File: src/hw/clint_pkg.sv
////////////////////////////////////////////////////////////////////////////
// CLINT shared definitions
// Bus and time widths, register map and reset values
////////////////////////////////////////////////////////////////////////////

package clint_pkg;

    // Bus and timer widths, fixed for a 32-bit hart
    localparam int ADDR_W = 16;
    localparam int DATA_W = 32;
    localparam int STRB_W = DATA_W / 8;
    localparam int TIME_W = 64;

    typedef logic [ADDR_W-1:0] addr_t;
    typedef logic [DATA_W-1:0] data_t;
    typedef logic [STRB_W-1:0] strb_t;
    typedef logic [TIME_W-1:0] time_t;

    ////////////////////////////////////////////////////////////////////////
    // Register map, one 32-bit word per offset
    ////////////////////////////////////////////////////////////////////////

    localparam addr_t MSIP_OFFSET        = 16'h0000;
    localparam addr_t MTIME_LO_OFFSET    = 16'h0008;
    localparam addr_t MTIME_HI_OFFSET    = 16'h000C;
    localparam addr_t MTIMECMP_LO_OFFSET = 16'h0010;
    localparam addr_t MTIMECMP_HI_OFFSET = 16'h0014;

    // Depth of the rtc synchronizer chain
    localparam int SYNC_STAGES = 2;

    // Compare value out of reach so the timer interrupt stays low
    localparam time_t MTIMECMP_RESET = {TIME_W{1'b1}};

endpackage

File: src/hw/rtc_tick_sync.sv
////////////////////////////////////////////////////////////////////////////
// RTC tick synchronizer
// Brings rtc into the aclk domain and emits a one-cycle pulse per rise
////////////////////////////////////////////////////////////////////////////

`timescale 1ns/1ps

module rtc_tick_sync import clint_pkg::*; (
    input  logic aclk,
    input  logic aresetn,
    input  logic srst,
    input  logic rtc,
    output logic tick
);

    logic [SYNC_STAGES-1:0] sync_q;
    logic                   prev_q;
    logic                   rtc_s;

    // Last stage of the chain is the usable level
    assign rtc_s = sync_q[SYNC_STAGES-1];

    always_ff @(posedge aclk or negedge aresetn) begin
        if (!aresetn) begin
            sync_q <= '0;
            prev_q <= 1'b0;
            tick   <= 1'b0;
        end else if (srst) begin
            sync_q <= '0;
            prev_q <= 1'b0;
            tick   <= 1'b0;
        end else begin
            sync_q <= {sync_q[SYNC_STAGES-2:0], rtc};
            prev_q <= rtc_s;
            // Rising edge only, so the rtc duty cycle does not matter
            tick   <= rtc_s & ~prev_q;
        end
    end

endmodule

File: src/hw/clint_timer.sv
////////////////////////////////////////////////////////////////////////////
// CLINT timer
// mtime counter and mtimecmp register with byte-strobed word writes
////////////////////////////////////////////////////////////////////////////

`timescale 1ns/1ps

module clint_timer import clint_pkg::*; (
    input  logic       aclk,
    input  logic       aresetn,
    input  logic       srst,
    input  logic       tick,
    input  logic [1:0] mtime_we,
    input  logic [1:0] mtimecmp_we,
    input  data_t      wdata,
    input  strb_t      strb,
    output time_t      mtime,
    output time_t      mtimecmp,
    output logic       timer_irq
);

    time_t mtime_nxt;
    time_t mtimecmp_nxt;

    // Replace only the byte lanes whose strobe is set
    function automatic data_t merge_bytes(input data_t old_word,
                                          input data_t new_word,
                                          input strb_t lanes);
        data_t merged;
        merged = old_word;
        for (int i = 0; i < STRB_W; i++) begin
            if (lanes[i]) begin
                merged[8*i +: 8] = new_word[8*i +: 8];
            end
        end
        return merged;
    endfunction

    ////////////////////////////////////////////////////////////////////////
    // Next-state logic
    ////////////////////////////////////////////////////////////////////////

    // A bus write to either mtime half takes priority over the tick
    always_comb begin
        mtime_nxt = mtime;
        if (|mtime_we) begin
            if (mtime_we[0]) begin
                mtime_nxt[0 +: DATA_W] = merge_bytes(mtime[0 +: DATA_W], wdata, strb);
            end
            if (mtime_we[1]) begin
                mtime_nxt[DATA_W +: DATA_W] = merge_bytes(mtime[DATA_W +: DATA_W],
                                                          wdata, strb);
            end
        end else if (tick) begin
            mtime_nxt = mtime + time_t'(1);
        end
    end

    always_comb begin
        mtimecmp_nxt = mtimecmp;
        if (mtimecmp_we[0]) begin
            mtimecmp_nxt[0 +: DATA_W] = merge_bytes(mtimecmp[0 +: DATA_W], wdata, strb);
        end
        if (mtimecmp_we[1]) begin
            mtimecmp_nxt[DATA_W +: DATA_W] = merge_bytes(mtimecmp[DATA_W +: DATA_W],
                                                         wdata, strb);
        end
    end

    ////////////////////////////////////////////////////////////////////////
    // Registers and comparator
    ////////////////////////////////////////////////////////////////////////

    always_ff @(posedge aclk or negedge aresetn) begin
        if (!aresetn) begin
            mtime     <= '0;
            mtimecmp  <= MTIMECMP_RESET;
            timer_irq <= 1'b0;
        end else if (srst) begin
            mtime     <= '0;
            mtimecmp  <= MTIMECMP_RESET;
            timer_irq <= 1'b0;
        end else begin
            mtime     <= mtime_nxt;
            mtimecmp  <= mtimecmp_nxt;
            // Level interrupt, one cycle behind the register contents
            timer_irq <= (mtime >= mtimecmp);
        end
    end

endmodule

File: src/hw/clint_regs.sv
////////////////////////////////////////////////////////////////////////////
// CLINT register slave
// APB-style decode, ready pulse, MSIP bit and registered read data
////////////////////////////////////////////////////////////////////////////

`timescale 1ns/1ps

module clint_regs import clint_pkg::*; (
    input  logic       aclk,
    input  logic       aresetn,
    input  logic       srst,
    // Bus slave
    input  logic       slv_en,
    input  logic       slv_wr,
    input  addr_t      slv_addr,
    input  data_t      slv_wdata,
    input  strb_t      slv_strb,
    output data_t      slv_rdata,
    output logic       slv_ready,
    // Timer side
    input  time_t      mtime,
    input  time_t      mtimecmp,
    output logic [1:0] mtime_we,
    output logic [1:0] mtimecmp_we,
    output data_t      wdata,
    output strb_t      strb,
    // Software interrupt
    output logic       sw_irq
);

    logic  wr_en;
    logic  rd_en;
    logic  hit_msip;
    logic  hit_mtime_lo;
    logic  hit_mtime_hi;
    logic  hit_mtimecmp_lo;
    logic  hit_mtimecmp_hi;
    data_t rdata_mux;

    ////////////////////////////////////////////////////////////////////////
    // Address decode
    ////////////////////////////////////////////////////////////////////////

    // Accesses are performed on every enable cycle, not only the first
    assign wr_en = slv_en & slv_wr;
    assign rd_en = slv_en & ~slv_wr;

    assign hit_msip        = (slv_addr == MSIP_OFFSET);
    assign hit_mtime_lo    = (slv_addr == MTIME_LO_OFFSET);
    assign hit_mtime_hi    = (slv_addr == MTIME_HI_OFFSET);
    assign hit_mtimecmp_lo = (slv_addr == MTIMECMP_LO_OFFSET);
    assign hit_mtimecmp_hi = (slv_addr == MTIMECMP_HI_OFFSET);

    // Write enables toward the timer, bit 0 selects the low word
    assign mtime_we    = {wr_en & hit_mtime_hi, wr_en & hit_mtime_lo};
    assign mtimecmp_we = {wr_en & hit_mtimecmp_hi, wr_en & hit_mtimecmp_lo};

    // Data and strobes are shared by both timer registers
    assign wdata = slv_wdata;
    assign strb  = slv_strb;

    ////////////////////////////////////////////////////////////////////////
    // Read multiplexer
    ////////////////////////////////////////////////////////////////////////

    always_comb begin
        case (slv_addr)
            MSIP_OFFSET: begin
                rdata_mux = {{(DATA_W-1){1'b0}}, sw_irq};
            end
            MTIME_LO_OFFSET: begin
                rdata_mux = mtime[0 +: DATA_W];
            end
            MTIME_HI_OFFSET: begin
                rdata_mux = mtime[DATA_W +: DATA_W];
            end
            MTIMECMP_LO_OFFSET: begin
                rdata_mux = mtimecmp[0 +: DATA_W];
            end
            MTIMECMP_HI_OFFSET: begin
                rdata_mux = mtimecmp[DATA_W +: DATA_W];
            end
            // Unmapped space reads as zero
            default: begin
                rdata_mux = '0;
            end
        endcase
    end

    ////////////////////////////////////////////////////////////////////////
    // Handshake, read data and MSIP
    ////////////////////////////////////////////////////////////////////////

    always_ff @(posedge aclk or negedge aresetn) begin
        if (!aresetn) begin
            slv_ready <= 1'b0;
            slv_rdata <= '0;
            sw_irq    <= 1'b0;
        end else if (srst) begin
            slv_ready <= 1'b0;
            slv_rdata <= '0;
            sw_irq    <= 1'b0;
        end else begin
            // One-cycle pulse, two cycles per transfer
            slv_ready <= slv_en & ~slv_ready;

            // Read data holds once the transfer ends
            if (rd_en) begin
                slv_rdata <= rdata_mux;
            end

            if (wr_en && hit_msip && slv_strb[0]) begin
                sw_irq <= slv_wdata[0];
            end
        end
    end

endmodule

File: src/hw/clint_top.sv
////////////////////////////////////////////////////////////////////////////
// CLINT top level
// Joins the rtc synchronizer, the timer and the register slave
////////////////////////////////////////////////////////////////////////////

`timescale 1ns/1ps

module clint_top import clint_pkg::*; (
    input  logic  aclk,
    input  logic  aresetn,
    input  logic  srst,
    // Bus slave
    input  logic  slv_en,
    input  logic  slv_wr,
    input  addr_t slv_addr,
    input  data_t slv_wdata,
    input  strb_t slv_strb,
    output data_t slv_rdata,
    output logic  slv_ready,
    // Real-time clock and interrupts
    input  logic  rtc,
    output logic  sw_irq,
    output logic  timer_irq
);

    logic       tick;
    logic [1:0] mtime_we;
    logic [1:0] mtimecmp_we;
    data_t      wdata;
    strb_t      strb;
    time_t      mtime;
    time_t      mtimecmp;

    rtc_tick_sync u_sync (
        .aclk    (aclk),
        .aresetn (aresetn),
        .srst    (srst),
        .rtc     (rtc),
        .tick    (tick)
    );

    clint_timer u_timer (
        .aclk        (aclk),
        .aresetn     (aresetn),
        .srst        (srst),
        .tick        (tick),
        .mtime_we    (mtime_we),
        .mtimecmp_we (mtimecmp_we),
        .wdata       (wdata),
        .strb        (strb),
        .mtime       (mtime),
        .mtimecmp    (mtimecmp),
        .timer_irq   (timer_irq)
    );

    clint_regs u_regs (
        .aclk        (aclk),
        .aresetn     (aresetn),
        .srst        (srst),
        .slv_en      (slv_en),
        .slv_wr      (slv_wr),
        .slv_addr    (slv_addr),
        .slv_wdata   (slv_wdata),
        .slv_strb    (slv_strb),
        .slv_rdata   (slv_rdata),
        .slv_ready   (slv_ready),
        .mtime       (mtime),
        .mtimecmp    (mtimecmp),
        .mtime_we    (mtime_we),
        .mtimecmp_we (mtimecmp_we),
        .wdata       (wdata),
        .strb        (strb),
        .sw_irq      (sw_irq)
    );

endmodule

File: config.mk
export PLATFORM = sky130hd
export DESIGN_NAME = clint_top
export DESIGN_NICKNAME = d
export VERILOG_FILES = /design/src/hw/clint_pkg.sv /design/src/hw/rtc_tick_sync.sv /design/src/hw/clint_timer.sv /design/src/hw/clint_regs.sv /design/src/hw/clint_top.sv
export SDC_FILE = /design/constraint.sdc
export NUM_CORES = 1
export LEC_CHECK = 0
export BUFFER_PORTS_ARGS = -buffer_cell sky130_fd_sc_hd__buf_2
export CORE_MARGIN = 4
export CORE_UTILIZATION = 35
export CTS_CLUSTER_DIAMETER = 100
export CTS_CLUSTER_SIZE = 30
export DETAILED_ROUTE_END_ITERATION = 10
export SYNTH_ARGS = -nofsm -noshare
export SYNTH_HDL_FRONTEND = slang
export SYNTH_HIERARCHICAL = 1
export SYNTH_SLANG_ARGS = --single-unit
File: constraint.sdc
create_clock -name aclk -period 2.9 [get_ports aclk]
set_input_delay 0.145 -clock aclk [delete_from_list [all_inputs] [get_ports aclk]]
set_output_delay 0.145 -clock aclk [all_outputs]
set_load 0.005 [all_outputs]
==> run_summary.xml <==
<?xml version="1.0" encoding="UTF-8"?>
<metrics>
  <group name="worst_setup_path">
    <metric name="worstPathArrival" unit="ns">3.10</metric>
    <metric name="criticalPathCategory" unit="">reg -&gt; reg</metric>
    <metric name="worst_flop_to_flop_path_startpoint" unit="">u_timer/mtime[0]$_DFFE_PN0P_</metric>
    <metric name="setup_slack_of_the_worst_register_to_register_path" unit="ns">0.12</metric>
    <metric name="endpoint" unit="">u_timer/mtime[54]$_DFFE_PN0P_</metric>
    <metric name="reg2reg_depth" unit="">8</metric>
    <metric name="path_cells" unit="">ha_1 -&gt; nand3_1 -&gt; nor4_2 -&gt; buf_12 -&gt; nand4_1 -&gt; o31a_1 -&gt; o21ai_0 -&gt; a21oi_1</metric>
    <metric name="critical-path-slowest-cell" unit="">dfrtp_1</metric>
    <metric name="timing.critical_path.from" unit="">u_timer/mtime[0]$_DFFE_PN0P_</metric>
    <metric name="regToRegEndpoint" unit="">u_timer/mtime[54]$_DFFE_PN0P_</metric>
    <metric name="critPathMaxFanout" unit="">11</metric>
    <metric name="worst_setup_path_start_kind" unit="">register</metric>
    <metric name="timing.critical_path.required" unit="ns">3.22</metric>
    <metric name="cp-end-kind" unit="">register</metric>
    <metric name="cpPeakStageDelay" unit="ns">0.48</metric>
  </group>
  <group name="yosys">
    <metric name="synth_flop_cell" unit="">dfrtp_1</metric>
    <metric name="post_synth_num_cell_types" unit="">74</metric>
    <metric name="synth_sequential_area_ratio" unit="%">36.02</metric>
    <metric name="netlist_area" unit="mm^2">0.01183</metric>
    <metric name="netlist_instances" unit="">1329</metric>
    <metric name="async_flop_share" unit="%">100.0</metric>
    <metric name="synth_enable_flop_cells" unit="">0</metric>
    <metric name="avgSynthCellArea" unit="um^2">8.898</metric>
    <metric name="postSynthNetCount" unit="">1452</metric>
    <metric name="synth.ff_latch_count" unit="">167</metric>
    <metric name="ys_warn_count" unit="">6</metric>
  </group>
  <group name="route">
    <metric name="initialDrtViolationCount" unit="">1086</metric>
    <metric name="post_drt_via_cell_ratio" unit="">5.974</metric>
    <metric name="num_vias" unit="">11381</metric>
    <metric name="first_pass_iteration_count_of_the_detailed_router" unit="">8</metric>
    <metric name="drt-wirelength-per-cell" unit="um">22.48</metric>
    <metric name="final_antenna_net_count" unit="">0</metric>
    <metric name="number_of_design_rule_violations_left_after_detail_routing" unit="">0</metric>
    <metric name="routed_wl" unit="mm">42.83</metric>
  </group>
  <group name="sta">
    <metric name="timing.final.crit_period" unit="ns">2.777</metric>
    <metric name="grt_setup_unrepaired" unit="">false</metric>
    <metric name="layout_setup_ws" unit="ns">0.1228</metric>
    <metric name="finClkSkew" unit="ns">0.01540</metric>
    <metric name="final_hold_viol_count" unit="">0</metric>
    <metric name="final.setup.tns" unit="ns">0</metric>
    <metric name="timing.final.crit_share" unit="%">95.77</metric>
    <metric name="worst_tran_pin_value" unit="ns">1.129</metric>
    <metric name="number_of_setup_violations_in_the_final_report" unit="">0</metric>
    <metric name="timing.fmax" unit="MHz">360.1</metric>
    <metric name="holdWs" unit="ns">0.01066</metric>
    <metric name="final_max_slew_viol_count" unit="">0</metric>
    <metric name="timing.slew.headroom" unit="%">24.74</metric>
  </group>
  <group name="floorplan">
    <metric name="ios" unit="">93</metric>
    <metric name="fp.coreArea" unit="mm^2">0.03345</metric>
    <metric name="die_w" unit="um">191.8</metric>
    <metric name="floorplan.rows" unit="">67</metric>
    <metric name="fp.dieH" unit="um">191.8</metric>
    <metric name="floorplan.initialDensity" unit="%">35.35</metric>
    <metric name="die-area" unit="mm^2">0.03679</metric>
  </group>
  <group name="power_and_ir_drop">
    <metric name="p_leak" unit="nW">6.982</metric>
    <metric name="power.density_cell_area" unit="mW/mm^2">362.7</metric>
    <metric name="worst_ir_drop_vdd" unit="mV">0.3669</metric>
    <metric name="post-layout-total-power" unit="mW">5.008</metric>
  </group>
  <group name="global_route">
    <metric name="grt.overflow.total" unit="">0</metric>
    <metric name="track_usage" unit="%">23.17</metric>
    <metric name="grt_pass1_wl" unit="mm">66.48</metric>
    <metric name="first_global_vias" unit="">11189</metric>
    <metric name="antenna_violations_before_repair" unit="">0</metric>
    <metric name="grt_max_degree" unit="">68</metric>
  </group>
  <group name="place">
    <metric name="placed_cells" unit="">1869</metric>
    <metric name="placement.cell_area" unit="mm^2">0.01322</metric>
    <metric name="port-buffer-count" unit="">92</metric>
    <metric name="detailed_place_hpwl" unit="mm">31.50</metric>
    <metric name="finalWeightedCongestion" unit="">0.9587</metric>
    <metric name="place_ws" unit="ns">-0.06919</metric>
  </group>
  <group name="min_path">
    <metric name="hp-class" unit="">in -&gt; reg</metric>
  </group>
  <group name="final_layout">
    <metric name="instances_no_fill" unit="">1905</metric>
    <metric name="area_delta_synth_final" unit="%">16.78</metric>
    <metric name="layout.cells.most_common_list" unit="">nand2_1, buf_4, dfrtp_1</metric>
    <metric name="fin_area" unit="mm^2">0.01381</metric>
    <metric name="drive_gt1_share" unit="%">25.41</metric>
    <metric name="finalNetCount" unit="">1566</metric>
    <metric name="fin_util" unit="%">41.29</metric>
    <metric name="n_fill_cell" unit="">3348</metric>
    <metric name="mostFrequentLayoutCell" unit="">nand2_1</metric>
  </group>
  <group name="status">
    <metric name="status" unit="">completed</metric>
  </group>
  <group name="cts">
    <metric name="numCtsBuffers" unit="">17</metric>
    <metric name="cts-htree-levels" unit="">4</metric>
    <metric name="root_buffer" unit="">clkbuf_16</metric>
    <metric name="cts.sinks" unit="">167</metric>
    <metric name="cts_setup_buffers" unit="">0</metric>
    <metric name="clock_tree.buffer_depth" unit="">2</metric>
    <metric name="clkSlewWorstSetupHoldPaths" unit="ns">0.08</metric>
    <metric name="clock_tree_from_tritoncts" unit="">yes</metric>
    <metric name="insertion_delay" unit="ns">0.46</metric>
  </group>
  <group name="job">
    <metric name="cap_violations" unit="">0</metric>
  </group>
</metrics>
==> final cells by class <==
class / count / area (um^2) / share of cell area, %
Antenna cell: 1 / 2.502 / 0.01812
Clock buffer: 19 / 442.9 / 3.207
Clock inverter: 13 / 115.1 / 0.8336
Inverter: 77 / 289.0 / 2.093
Multi-Input combinational cell: 973 / 6748 / 48.86
Sequential cell: 167 / 4259 / 30.84
Tap cell: 448 / 560.5 / 4.059
Timing Repair Buffer: 207 / 1393 / 10.08
==> routing by layer <==
| layer | vias up | track usage [%] | wire (um) | part of all wire, % |
|---|---|---|---|---|
| met3 | 63 | 3.726 | 2823 | 6.6 |
| met5 | - | 0 | 0 | 0 |
| met2 | 509 | 36.62 | 19530 | 46 |
| met1 | 5635 | 33.00 | 19480 | 45 |
| li1 | 5174 | - | - | - |
| met4 | 0 | 6.243 | 992 | 2.3 |
==> report_power, final <==
part	internal [mW]	switching, mW	leakage, nW
Combinational	0.130	0.281	4.60
Clock	1.15	1.09	0.270
Sequential	2.34	0.0147	2.11
==> cells in the mapped netlist (6+ instances only) <==
cell type  number  area, um^2
or4_1           6       45.04
a211oi_1        8       60.06
dfrtp_1       103        2577
o211ai_2       10       125.1
clkbuf_1       61       229.0
nor2_1         71       266.5
a22o_1         19       166.4
a211o_1        66       578.1
o211ai_1       24       180.2
buf_2          10       50.05
buf_4          36       270.3
and3_1         77       481.7
nand4_1        60       375.4
o21bai_1        6       45.04
nand2_1       125       469.2
nand3_1        37       185.2
nor4_1         13       81.33
nor3_1         29       145.1
dfstp_2        64        1682
a21o_1         11       82.58
inv_1          77       289.0
ha_1           65       813.3
and2_1          6       37.54
mux2_2         33       371.6
a21oi_1        77       385.4
or3_1          10       62.56
o31ai_1        14       105.1
o22a_1          8       70.07
nor2b_1         7       43.79
o21ai_0        60       300.3
and4_1         13       113.9
mux2i_1        34       340.3
==> sequential cells by signal (all words and copies together) (netlist names) <==
name / cells
u_regs/slv_rdata: 32
u_regs/slv_ready: 1
u_regs/sw_irq: 1
u_sync/prev_q: 1
u_sync/sync_q: 2
u_sync/tick: 1
u_timer/mtime: 64
u_timer/mtimecmp: 64
u_timer/timer_irq: 1
==> kinds of logic (layout without fill, tap and decap cells) <==
kind of cell	after synthesis	count (layout)	share of synthesized area, %
AO/OA/AOI/OAI	349	349	21.16
other	0	1	0
AND/OR/NAND/NOR	492	492	22.67
adder cells (fa/ha/maj)	65	65	6.878
flip-flops	167	167	36.02
buffers and inverters	189	316	7.248
multiplexers	67	67	6.021
==> timing repair <==
action	4_1_cts	5_1_grt
hold buffers	3	0
endpoints found under the hold margin	55	0
setup endpoints to repair	0	1
resized for setup	0	1
==> worst min-delay path by stage <==
stage | startpoint | endpoint | slack, ns | depth (start not counted)
3_3_place_gp | aresetn | u_timer/mtime[60]$_DFFE_PN0P_ | 0.22 | 1
5_1_grt | slv_wdata[26] | u_timer/mtime[58]$_DFFE_PN0P_ | 0.01 | 3
6_report | slv_wdata[16] | u_timer/mtime[48]$_DFFE_PN0P_ | 0.01 | 3
2_1_floorplan | aresetn | u_regs/slv_rdata[0]$_DFFE_PN0P_ | -0.15 | 0
4_1_cts | slv_en | u_regs/slv_ready$_DFF_PN0_ | 0.004 | 2
3_5_place_dp | aresetn | u_timer/mtime[60]$_DFFE_PN0P_ | 0.23 | 1
==> worst max-delay path, delay by kind of cell (launching register included) <==
kind / cells / cell delay, ns
and+or+nand+nor: 3 / 1.03
AOI/OAI and AO/OA: 3 / 0.68
DFF: 1 / 0.48
adders and majority gates: 1 / 0.25
buffers and inverters: 1 / 0.19
Note: power is estimated with default switching activity, not from simulation.
